**src/source/io_pkg.sv**
```systemverilog
package io_pkg;

	// bus widths shared by every block on the IO bus
	localparam int DATA_BITS = 16;
	localparam int ADDR_BITS = 16;

	// upper address bits of each 16 word block
	localparam logic [ADDR_BITS-5:0] UART_BASE = 12'h010;
	localparam logic [ADDR_BITS-5:0] GPIO_BASE = 12'h011;
	localparam logic [ADDR_BITS-5:0] PWM_BASE  = 12'h012;

	// request handed from the decoder to each peripheral
	typedef struct packed {
		logic [3:0]           offset; // word within the block
		logic [DATA_BITS-1:0] wdata;
	} io_req_t;

	// which block the current address hits
	typedef enum logic [1:0] {
		DEV_NONE,
		DEV_UART,
		DEV_GPIO,
		DEV_PWM
	} dev_sel_e;

endpackage

```
**src/source/io_decoder.sv**
```systemverilog
`timescale 1ns/100ps

module io_decoder #(
	parameter int PWM_CHANNELS = 3
) (
	input  logic [io_pkg::ADDR_BITS-1:0] ADDRESS,
	input  logic [io_pkg::DATA_BITS-1:0] DATA_IN,
	input  logic                         memWR,
	output io_pkg::dev_sel_e             sel,
	output io_pkg::io_req_t              req,
	output logic                         wr_uart,
	output logic                         wr_gpio,
	output logic [PWM_CHANNELS-1:0]      wr_pwm
);

	import io_pkg::*;

	logic [ADDR_BITS-5:0] block;  // 16 word block number
	logic [2:0]           pwm_ch; // channel index inside the PWM block

	assign block  = ADDRESS[ADDR_BITS-1:4];
	assign pwm_ch = ADDRESS[3:1];

	// local request is the same for every device
	assign req.offset = ADDRESS[3:0];
	assign req.wdata  = DATA_IN;

	always_comb begin
		sel = DEV_NONE;
		if (block == UART_BASE) begin
			sel = DEV_UART;
		end else if (block == GPIO_BASE) begin
			sel = DEV_GPIO;
		end else if (block == PWM_BASE) begin
			// channels past the last instance are a hole in the map
			if (int'(pwm_ch) < PWM_CHANNELS)
				sel = DEV_PWM;
		end
	end

	assign wr_uart = memWR && (sel == DEV_UART);
	assign wr_gpio = memWR && (sel == DEV_GPIO);

	// one hot strobe, only the addressed channel sees the write
	always_comb begin
		wr_pwm = '0;
		for (int i = 0; i < PWM_CHANNELS; i++) begin
			if (memWR && (sel == DEV_PWM) && (int'(pwm_ch) == i))
				wr_pwm[i] = 1'b1;
		end
	end

endmodule

```
**src/source/pwm_channel.sv**
```systemverilog
`timescale 1ns/100ps

module pwm_channel (
	input  logic                         CLK,
	input  logic                         RSTb,
	input  io_pkg::io_req_t              req,
	input  logic                         wr,
	output logic [io_pkg::DATA_BITS-1:0] rdata,
	output logic                         pwm
);

	import io_pkg::*;

	logic [7:0] duty;
	logic       enable;
	logic [7:0] count; // free running, wraps every 256 cycles

	// offset bit 0 picks duty or enable
	always_ff @(posedge CLK) begin
		if (!RSTb) begin
			duty   <= 8'd0;
			enable <= 1'b0;
		end else if (wr) begin
			if (req.offset[0])
				enable <= req.wdata[0];
			else
				duty <= req.wdata[7:0];
		end
	end

	always_ff @(posedge CLK) begin
		if (!RSTb)
			count <= 8'd0;
		else
			count <= count + 8'd1;
	end

	// high for exactly duty cycles out of every 256
	assign pwm = enable && (count < duty);

	always_comb begin
		rdata = '0;
		if (req.offset[0])
			rdata[0] = enable;
		else
			rdata[7:0] = duty;
	end

endmodule

```
**src/source/gpio.sv**
```systemverilog
`timescale 1ns/100ps

module gpio (
	input  logic                         CLK,
	input  logic                         RSTb,
	input  io_pkg::io_req_t              req,
	input  logic                         wr,
	output logic [io_pkg::DATA_BITS-1:0] rdata,
	input  logic [5:0]                   in_pins,
	output logic [3:0]                   out_pins,
	output logic                         edge_irq
);

	import io_pkg::*;

	logic [3:0] out_reg;
	logic [5:0] sync_1;  // first stage, may go metastable
	logic [5:0] sync_2;  // safe to use from here on
	logic       in0_dly; // previous value of input 0

	always_ff @(posedge CLK) begin
		if (!RSTb)
			out_reg <= 4'd0;
		else if (wr && (req.offset == 4'd0))
			out_reg <= req.wdata[3:0];
	end

	always_ff @(posedge CLK) begin
		if (!RSTb) begin
			sync_1   <= 6'd0;
			sync_2   <= 6'd0;
			in0_dly  <= 1'b0;
			edge_irq <= 1'b0;
		end else begin
			sync_1   <= in_pins;
			sync_2   <= sync_1;
			in0_dly  <= sync_2[0];
			edge_irq <= sync_2[0] && !in0_dly; // single cycle on rise
		end
	end

	assign out_pins = out_reg;

	always_comb begin
		rdata = '0;
		case (req.offset)
			4'd0: rdata[3:0] = out_reg;
			4'd1: rdata[5:0] = sync_2;
			default: ;
		endcase
	end

endmodule

```
**src/source/uart_tx.sv**
```systemverilog
`timescale 1ns/100ps

module uart_tx #(
	parameter int CLKS_PER_BIT = 87
) (
	input  logic                         CLK,
	input  logic                         RSTb,
	input  io_pkg::io_req_t              req,
	input  logic                         wr,
	output logic [io_pkg::DATA_BITS-1:0] rdata,
	output logic                         tx,
	output logic                         done_irq
);

	import io_pkg::*;

	localparam int CNT_BITS = $clog2(CLKS_PER_BIT + 1);
	localparam logic [CNT_BITS-1:0] LAST_CLK = CNT_BITS'(CLKS_PER_BIT - 1);

	logic                busy;
	logic [CNT_BITS-1:0] clk_cnt; // cycles into the current bit
	logic [3:0]          bit_cnt; // 0 is start, 9 is stop
	logic [9:0]          shifter; // stop, data, start; bit 0 is on the line
	logic                start;
	logic                bit_end;

	// a write while a frame is out is dropped
	assign start   = wr && (req.offset == 4'd0) && !busy;
	assign bit_end = (clk_cnt == LAST_CLK);

	always_ff @(posedge CLK) begin
		if (!RSTb) begin
			busy     <= 1'b0;
			clk_cnt  <= '0;
			bit_cnt  <= 4'd0;
			done_irq <= 1'b0;
		end else begin
			done_irq <= 1'b0;
			if (start) begin
				busy    <= 1'b1;
				clk_cnt <= '0;
				bit_cnt <= 4'd0;
			end else if (busy) begin
				if (bit_end) begin
					clk_cnt <= '0;
					bit_cnt <= bit_cnt + 4'd1;
					if (bit_cnt == 4'd9) begin // end of stop bit
						busy     <= 1'b0;
						done_irq <= 1'b1;
					end
				end else begin
					clk_cnt <= clk_cnt + 1'b1;
				end
			end
		end
	end

	always_ff @(posedge CLK) begin
		if (!RSTb)
			shifter <= 10'h3ff;
		else if (start)
			shifter <= {1'b1, req.wdata[7:0], 1'b0};
		else if (busy && bit_end)
			shifter <= {1'b1, shifter[9:1]};
	end

	// line idles high between frames
	assign tx = busy ? shifter[0] : 1'b1;

	always_comb begin
		rdata    = '0;
		rdata[0] = busy;
	end

endmodule

```
**src/source/io_read_mux.sv**
```systemverilog
`timescale 1ns/100ps

module io_read_mux #(
	parameter int PWM_CHANNELS = 3
) (
	input  logic                         CLK,
	input  logic                         RSTb,
	input  io_pkg::dev_sel_e             sel,
	input  logic [3:0]                   offset,
	input  logic                         rd,
	input  logic [io_pkg::DATA_BITS-1:0] uart_rdata,
	input  logic [io_pkg::DATA_BITS-1:0] gpio_rdata,
	input  logic [io_pkg::DATA_BITS-1:0] pwm_rdata [PWM_CHANNELS],
	output logic [io_pkg::DATA_BITS-1:0] DATA_OUT
);

	import io_pkg::*;

	logic [DATA_BITS-1:0] pwm_val;
	logic [DATA_BITS-1:0] rd_val;

	// channel index sits in offset[3:1]
	always_comb begin
		pwm_val = '0;
		for (int i = 0; i < PWM_CHANNELS; i++) begin
			if (int'(offset[3:1]) == i)
				pwm_val = pwm_rdata[i];
		end
	end

	always_comb begin
		case (sel)
			DEV_UART: rd_val = uart_rdata;
			DEV_GPIO: rd_val = gpio_rdata;
			DEV_PWM:  rd_val = pwm_val;
			default:  rd_val = '0; // unmapped reads as zero
		endcase
	end

	// value from the read cycle, held until the next read
	always_ff @(posedge CLK) begin
		if (!RSTb)
			DATA_OUT <= '0;
		else if (rd)
			DATA_OUT <= rd_val;
	end

endmodule

```
**src/source/port_controller.sv**
```systemverilog
`timescale 1ns/100ps

module port_controller #(
	parameter int CLOCK_FREQ   = 10000000,
	parameter int BAUD_RATE    = 115200,
	parameter int PWM_CHANNELS = 3          // at most 6, PINS[13:8]
) (
	input  logic                         CLK,
	input  logic                         RSTb,
	input  logic [io_pkg::ADDR_BITS-1:0] ADDRESS,
	input  logic [io_pkg::DATA_BITS-1:0] DATA_IN,
	output logic [io_pkg::DATA_BITS-1:0] DATA_OUT,
	input  logic                         memWR,
	input  logic                         memRD,
	output logic [31:0]                  PINS,
	input  logic [7:0]                   INPUT_PINS,
	output logic [1:0]                   irq
);

	import io_pkg::*;

	localparam int CLKS_PER_BIT = CLOCK_FREQ / BAUD_RATE;

	dev_sel_e             sel;
	io_req_t              req;
	logic                 wr_uart;
	logic                 wr_gpio;
	logic [PWM_CHANNELS-1:0] wr_pwm;

	logic [DATA_BITS-1:0] uart_rdata;
	logic [DATA_BITS-1:0] gpio_rdata;
	logic [DATA_BITS-1:0] pwm_rdata [PWM_CHANNELS];

	logic                    uart_tx_pin;
	logic                    uart_done;
	logic [3:0]              gpio_out;
	logic                    gpio_irq;
	logic [PWM_CHANNELS-1:0] pwm_out;

	io_decoder #(.PWM_CHANNELS(PWM_CHANNELS)) u_decoder (
		.ADDRESS (ADDRESS),
		.DATA_IN (DATA_IN),
		.memWR   (memWR),
		.sel     (sel),
		.req     (req),
		.wr_uart (wr_uart),
		.wr_gpio (wr_gpio),
		.wr_pwm  (wr_pwm)
	);

	uart_tx #(.CLKS_PER_BIT(CLKS_PER_BIT)) u_uart (
		.CLK      (CLK),
		.RSTb     (RSTb),
		.req      (req),
		.wr       (wr_uart),
		.rdata    (uart_rdata),
		.tx       (uart_tx_pin),
		.done_irq (uart_done)
	);

	gpio u_gpio (
		.CLK      (CLK),
		.RSTb     (RSTb),
		.req      (req),
		.wr       (wr_gpio),
		.rdata    (gpio_rdata),
		.in_pins  (INPUT_PINS[5:0]), // top two inputs not connected
		.out_pins (gpio_out),
		.edge_irq (gpio_irq)
	);

	for (genvar i = 0; i < PWM_CHANNELS; i++) begin : g_pwm
		pwm_channel u_pwm (
			.CLK   (CLK),
			.RSTb  (RSTb),
			.req   (req),
			.wr    (wr_pwm[i]),
			.rdata (pwm_rdata[i]),
			.pwm   (pwm_out[i])
		);
	end

	io_read_mux #(.PWM_CHANNELS(PWM_CHANNELS)) u_read_mux (
		.CLK        (CLK),
		.RSTb       (RSTb),
		.sel        (sel),
		.offset     (req.offset),
		.rd         (memRD),
		.uart_rdata (uart_rdata),
		.gpio_rdata (gpio_rdata),
		.pwm_rdata  (pwm_rdata),
		.DATA_OUT   (DATA_OUT)
	);

	// tx on 15, LEDs from 8 up, GPIO on 3:0, everything else low
	assign PINS = {16'd0, uart_tx_pin, 7'(pwm_out), 4'd0, gpio_out};
	assign irq  = {gpio_irq, uart_done};

endmodule

```
**config.mk**
```make
export PLATFORM = sky130hd
export DESIGN_NAME = port_controller
export DESIGN_NICKNAME = d
export VERILOG_FILES = /design/src/source/io_pkg.sv /design/src/source/io_decoder.sv /design/src/source/pwm_channel.sv /design/src/source/gpio.sv /design/src/source/uart_tx.sv /design/src/source/io_read_mux.sv /design/src/source/port_controller.sv
export SDC_FILE = /design/constraint.sdc
export NUM_CORES = 1
export LEC_CHECK = 0
export ABC_AREA = 1
export BUFFER_PORTS_ARGS = -buffer_cell sky130_fd_sc_hd__buf_2
export CORE_AREA = 2 2 104 106
export DETAILED_ROUTE_END_ITERATION = 16
export DIE_AREA = 0 0 106 108
export PLACE_DENSITY = 0.76
export SYNTH_ARGS = -nofsm -noshare
export SYNTH_HDL_FRONTEND = slang
export SYNTH_SLANG_ARGS = --single-unit
```
**constraint.sdc**
```tcl
create_clock -name CLK -period 1.46 [get_ports CLK]
set_input_delay 0.292 -clock CLK [delete_from_list [all_inputs] [get_ports CLK]]
set_output_delay 0.292 -clock CLK [all_outputs]
set_load 0.02 [all_outputs]
```
==> results.toml <==
[floorplanning]
ioPinCount = 94
core-area_um2 = 10200
die_w_um = 106
die_height_um = 108
fp.dieArea_um2 = 11400
num_rows = 37
initial_core_util_pct = 50.6

[final_layout]
layout_commonest_cell = "sky130_fd_sc_hd__nand2_1"
diodes = 0
finish.net_count = 929
finish.instance_area_um2 = 6700
areaGrowthSynthToFinish_pct = 29.5
layout_common_cells = "140 x sky130_fd_sc_hd__nand2_1, 88 x sky130_fd_sc_hd__nor2_1, 85 x sky130_fd_sc_hd__buf_4, 75 x sky130_fd_sc_hd__dfxtp_1, 72 x sky130_fd_sc_hd__inv_1"
fin_util_pct = 65.5
fraction_of_layout_cells_with_a_size_suffix_above_1_pct = 31.8
fill_cells = 841

[run_status]
status = "complete, but fails checks"
failed_checks = "negative setup slack"

[global_route]
global_route.usage.met2_pct = 39.2
busiest_layer = "met2"
grt.overflow.total = 0
global_route_wire_length_before_repair_mm = 21.2
largest_net_degree_at_the_start_of_global_routing = 54
gr_layer_usage_met3_pct = 3.68
grt_use_total_pct = 23.0
met1_track_demand_over_resource_in_global_routing_pct = 28.5
first_global_vias = 4750
grt_antenna_before_repair = 0

[worst_hold_path]
worst_hold_path_type = "in -> reg"
min_path_cells = 3

[timing]
fin_skew_ns = 0.0121
final.min_clock_period_ns = 1.97
post-route-period-util_pct = 135
final_max_slew_viol_count = 0
max_freq_mhz = 507
number_of_failing_hold_endpoints_at_the_final_stage = 0
report.final.setup_viol = 10
fin_ws_ns = -0.511
grt_setup_unrepaired = "true"

[power]
vdd_ir_drop_max_uv = 423
clock_network_fraction_of_design_power_pct = 36.4
cell_int_power_mw = 3.77
sequentialPowerShare_pct = 53.9
power.net_switching_mw = 1.34
power_density_nw_per_um2 = 763
swShare_pct = 26.2
power.leakage_nw = 3.17
comb_power_share_pct = 9.7

[synth]
post_synth.cell_area_avg_um2 = 7.14
post_synth_mux_area_share_pct = 0
share_of_synthesized_cell_area_in_and_or_nand_and_nor_gates_pct = 28.0
synth_compound_gate_area_share_pct = 12.4
async_reset_ff_share_pct = 0
post_synth_xor_area_fraction_pct = 0.676
synth_enable_flop_cells = 0
synth.cell_area_um2 = 5180
synth_top_flop_cell = "sky130_fd_sc_hd__dfxtp_1"
ys_seq_elements = 99
synth_adder_area_share_pct = 6.76
synth.lib_cells_used.distinct = 37
synth-seq-area-share_pct = 38.3
largest_family_of_logic_cells_by_synthesized_area = "simple AND/OR/NAND/NOR gates"
ys.warnings.count = 0
synthesis.instances = 725

[route]
vias_after_detailed_routing = 5022
route.detailed.drc = 0
routed_wire_length_per_instance_um = 13.1
first_iter_violations = 310
dr.pass1.iters = 5
drt_wl_total_mm = 13.1
routed_via_density = 5.03
antenna_violating_nets_left = 0

[clocking]
clock_path_buffers = 2
cts_root_buf = "sky130_fd_sc_hd__clkbuf_8"
clkSinkCount = 99
source_to_sink_clock_delay_at_the_later_pin_of_the_worst_skew_pair_ns = 0.37
ctsHoldBuffers = 0
cts_tree = "yes"
clkTransAtPathRegs_ns = 0.10
h-tree-depth = 3
tritoncts_buffer_count = 9

[placement]
gp_congestion = 0.889
placedInstanceArea_um2 = 6030
dpl_worst_slack_ns = -0.188
post-dp-hpwl_mm = 9.49
portBuffers = 51

[setup_path]
peak_per_stage_delay_on_the_critical_path_ns = 0.35
path_max_fanout = 2
critical_path_sink_type = "output port"
crit_cells = 6
worst_ep_required_time_ns = 1.17
timing.critical_path.cells = "inv_2 > ha_4 > a21oi_2 > nor2_2 > nor4_2 > buf_4"
critPathBufInv = 2
criticalPathCategory = "reg -> out"
cpMaxStageDelayCell = "sky130_fd_sc_hd__dfxtp_2"
cp-start-kind = "flop"
worstRegToRegCells = 10
critical_path.top_delay_family = "flip-flops"
critical_path_arrival_ns = 1.68

[run]
cap_violations = 0
[cells in the mapped netlist, types with 2 or more instances]
cell type | instances | share of area [%]
sky130_fd_sc_hd__a21oi_1 | 47 | 4.5
sky130_fd_sc_hd__a31oi_1 | 3 | 0.36
sky130_fd_sc_hd__buf_2 | 2 | 0.19
sky130_fd_sc_hd__buf_4 | 41 | 5.9
sky130_fd_sc_hd__clkbuf_1 | 9 | 0.65
sky130_fd_sc_hd__clkinv_1 | 2 | 0.15
sky130_fd_sc_hd__dfxtp_1 | 99 | 38
sky130_fd_sc_hd__ha_1 | 28 | 6.8
sky130_fd_sc_hd__inv_1 | 83 | 6.0
sky130_fd_sc_hd__inv_2 | 6 | 0.43
sky130_fd_sc_hd__nand2_1 | 149 | 11
sky130_fd_sc_hd__nand2_2 | 4 | 0.48
sky130_fd_sc_hd__nand3_1 | 37 | 3.6
sky130_fd_sc_hd__nand3b_1 | 3 | 0.43
sky130_fd_sc_hd__nand4_1 | 5 | 0.60
sky130_fd_sc_hd__nor2_1 | 95 | 6.9
sky130_fd_sc_hd__nor2_2 | 3 | 0.36
sky130_fd_sc_hd__nor2_4 | 4 | 0.87
sky130_fd_sc_hd__nor2_8 | 2 | 0.77
sky130_fd_sc_hd__nor3_1 | 18 | 1.7
sky130_fd_sc_hd__o211ai_1 | 2 | 0.29
sky130_fd_sc_hd__o21a_1 | 5 | 0.72
sky130_fd_sc_hd__o21ai_0 | 52 | 5.0
sky130_fd_sc_hd__o21ai_2 | 8 | 1.4
sky130_fd_sc_hd__or2_0 | 3 | 0.36
sky130_fd_sc_hd__xor2_1 | 4 | 0.68
[final timing paths]
check | end | from | slack [ns]
max | PINS[8] | g_pwm[0].u_pwm.duty[5]$_SDFFE_PN0P_ | -0.51
min | u_gpio.sync_1[0]$_SDFF_PN0_ | INPUT_PINS[0] | 0.10
max reg2reg | u_uart.bit_cnt[2]$_SDFFE_PP0P_ | u_uart.clk_cnt[1]$_SDFFE_PP0P_ | -0.06
min reg2reg | u_gpio.edge_irq$_SDFF_PN0_ | u_gpio.in0_dly$_SDFF_PN0_ | 0.40
[what timing repair did]
| item | in CTS | in global routing |
|---|---|---|
| endpoints found under the setup margin | 16 | 26 |
| gates resized for setup | 61 | 50 |
| pin swaps | 30 | 23 |
| setup buffers | 5 | 5 |
[power by group through the flow]
stage | registers [mW] | clock network [mW] | logic [mW]
after floorplan | 2.82 | 0 | 0.325
after global placement | 2.82 | 0 | 0.444
after detailed placement | 2.82 | 0 | 0.459
after CTS | 2.76 | 1.88 | 0.483
after global routing | 2.76 | 2.01 | 0.546
final | 2.76 | 1.86 | 0.495
[cell type report]
cell class / instances / area, µm² / share of cell area (%)
clock inverters: 6 / 71.3 / 1.06
clock buffers: 10 / 138 / 2.05
inverters: 93 / 363 / 5.41
multi-input cells: 511 / 2930 / 43.7
repair buffers: 143 / 1020 / 15.2
flip-flops and latches: 99 / 2010 / 30.0
well taps: 136 / 170 / 2.54
[tightest hold or removal path, cell delays in order]
cell and delay, ns:
sky130_fd_sc_hd__buf_2 0.07, sky130_fd_sc_hd__nand2_1 0.04, sky130_fd_sc_hd__inv_1 0.04
[sequential cells by signal, summed over array words and instances, names as in the netlist]
signal and count:
u_uart.clk_cnt 7, u_read_mux.DATA_OUT 8, u_uart.bit_cnt 4, u_uart.done_irq 1, u_gpio.sync_2 6, u_gpio.in0_dly 1, g_pwm.u_pwm.count 24, u_gpio.out_pins 4
g_pwm.u_pwm.duty 24, u_gpio.sync_1 6, u_gpio.edge_irq 1, u_uart.busy 1, g_pwm.u_pwm.enable 3, u_uart.shifter 9
[through the flow]
step	hold WS, ns	setup TNS [ns]	total power [mW]	cells
floorplan	0.368	-0.0658	3.14	756
global placement	0.375	-4.36	3.26	973
detailed placement	0.387	-6.14	3.28	973
CTS	0.0882	-1.51	5.12	994
global route	0.0969	-3.13	5.32	998
finish	0.102	-1.59	5.11	998
[cells by family after synthesis]
kind of cell               count (synthesis)
AOI/OAI and AO/OA                        118
xor gates and xnor gates                   4
adders and majority gates                 28
buffers and inverters                    146
DFF                                       99
other                                      1
and+or+nand+nor                          329
[routing by layer]
metal | share of wire, % | vias to the layer above
li1 | - | 2508
met1 | 43 | 2296
met2 | 48 | 180
met3 | 5.2 | 38
met4 | 3.1 | 0
met5 | 0 | -
(Power assumes the default switching activity.)
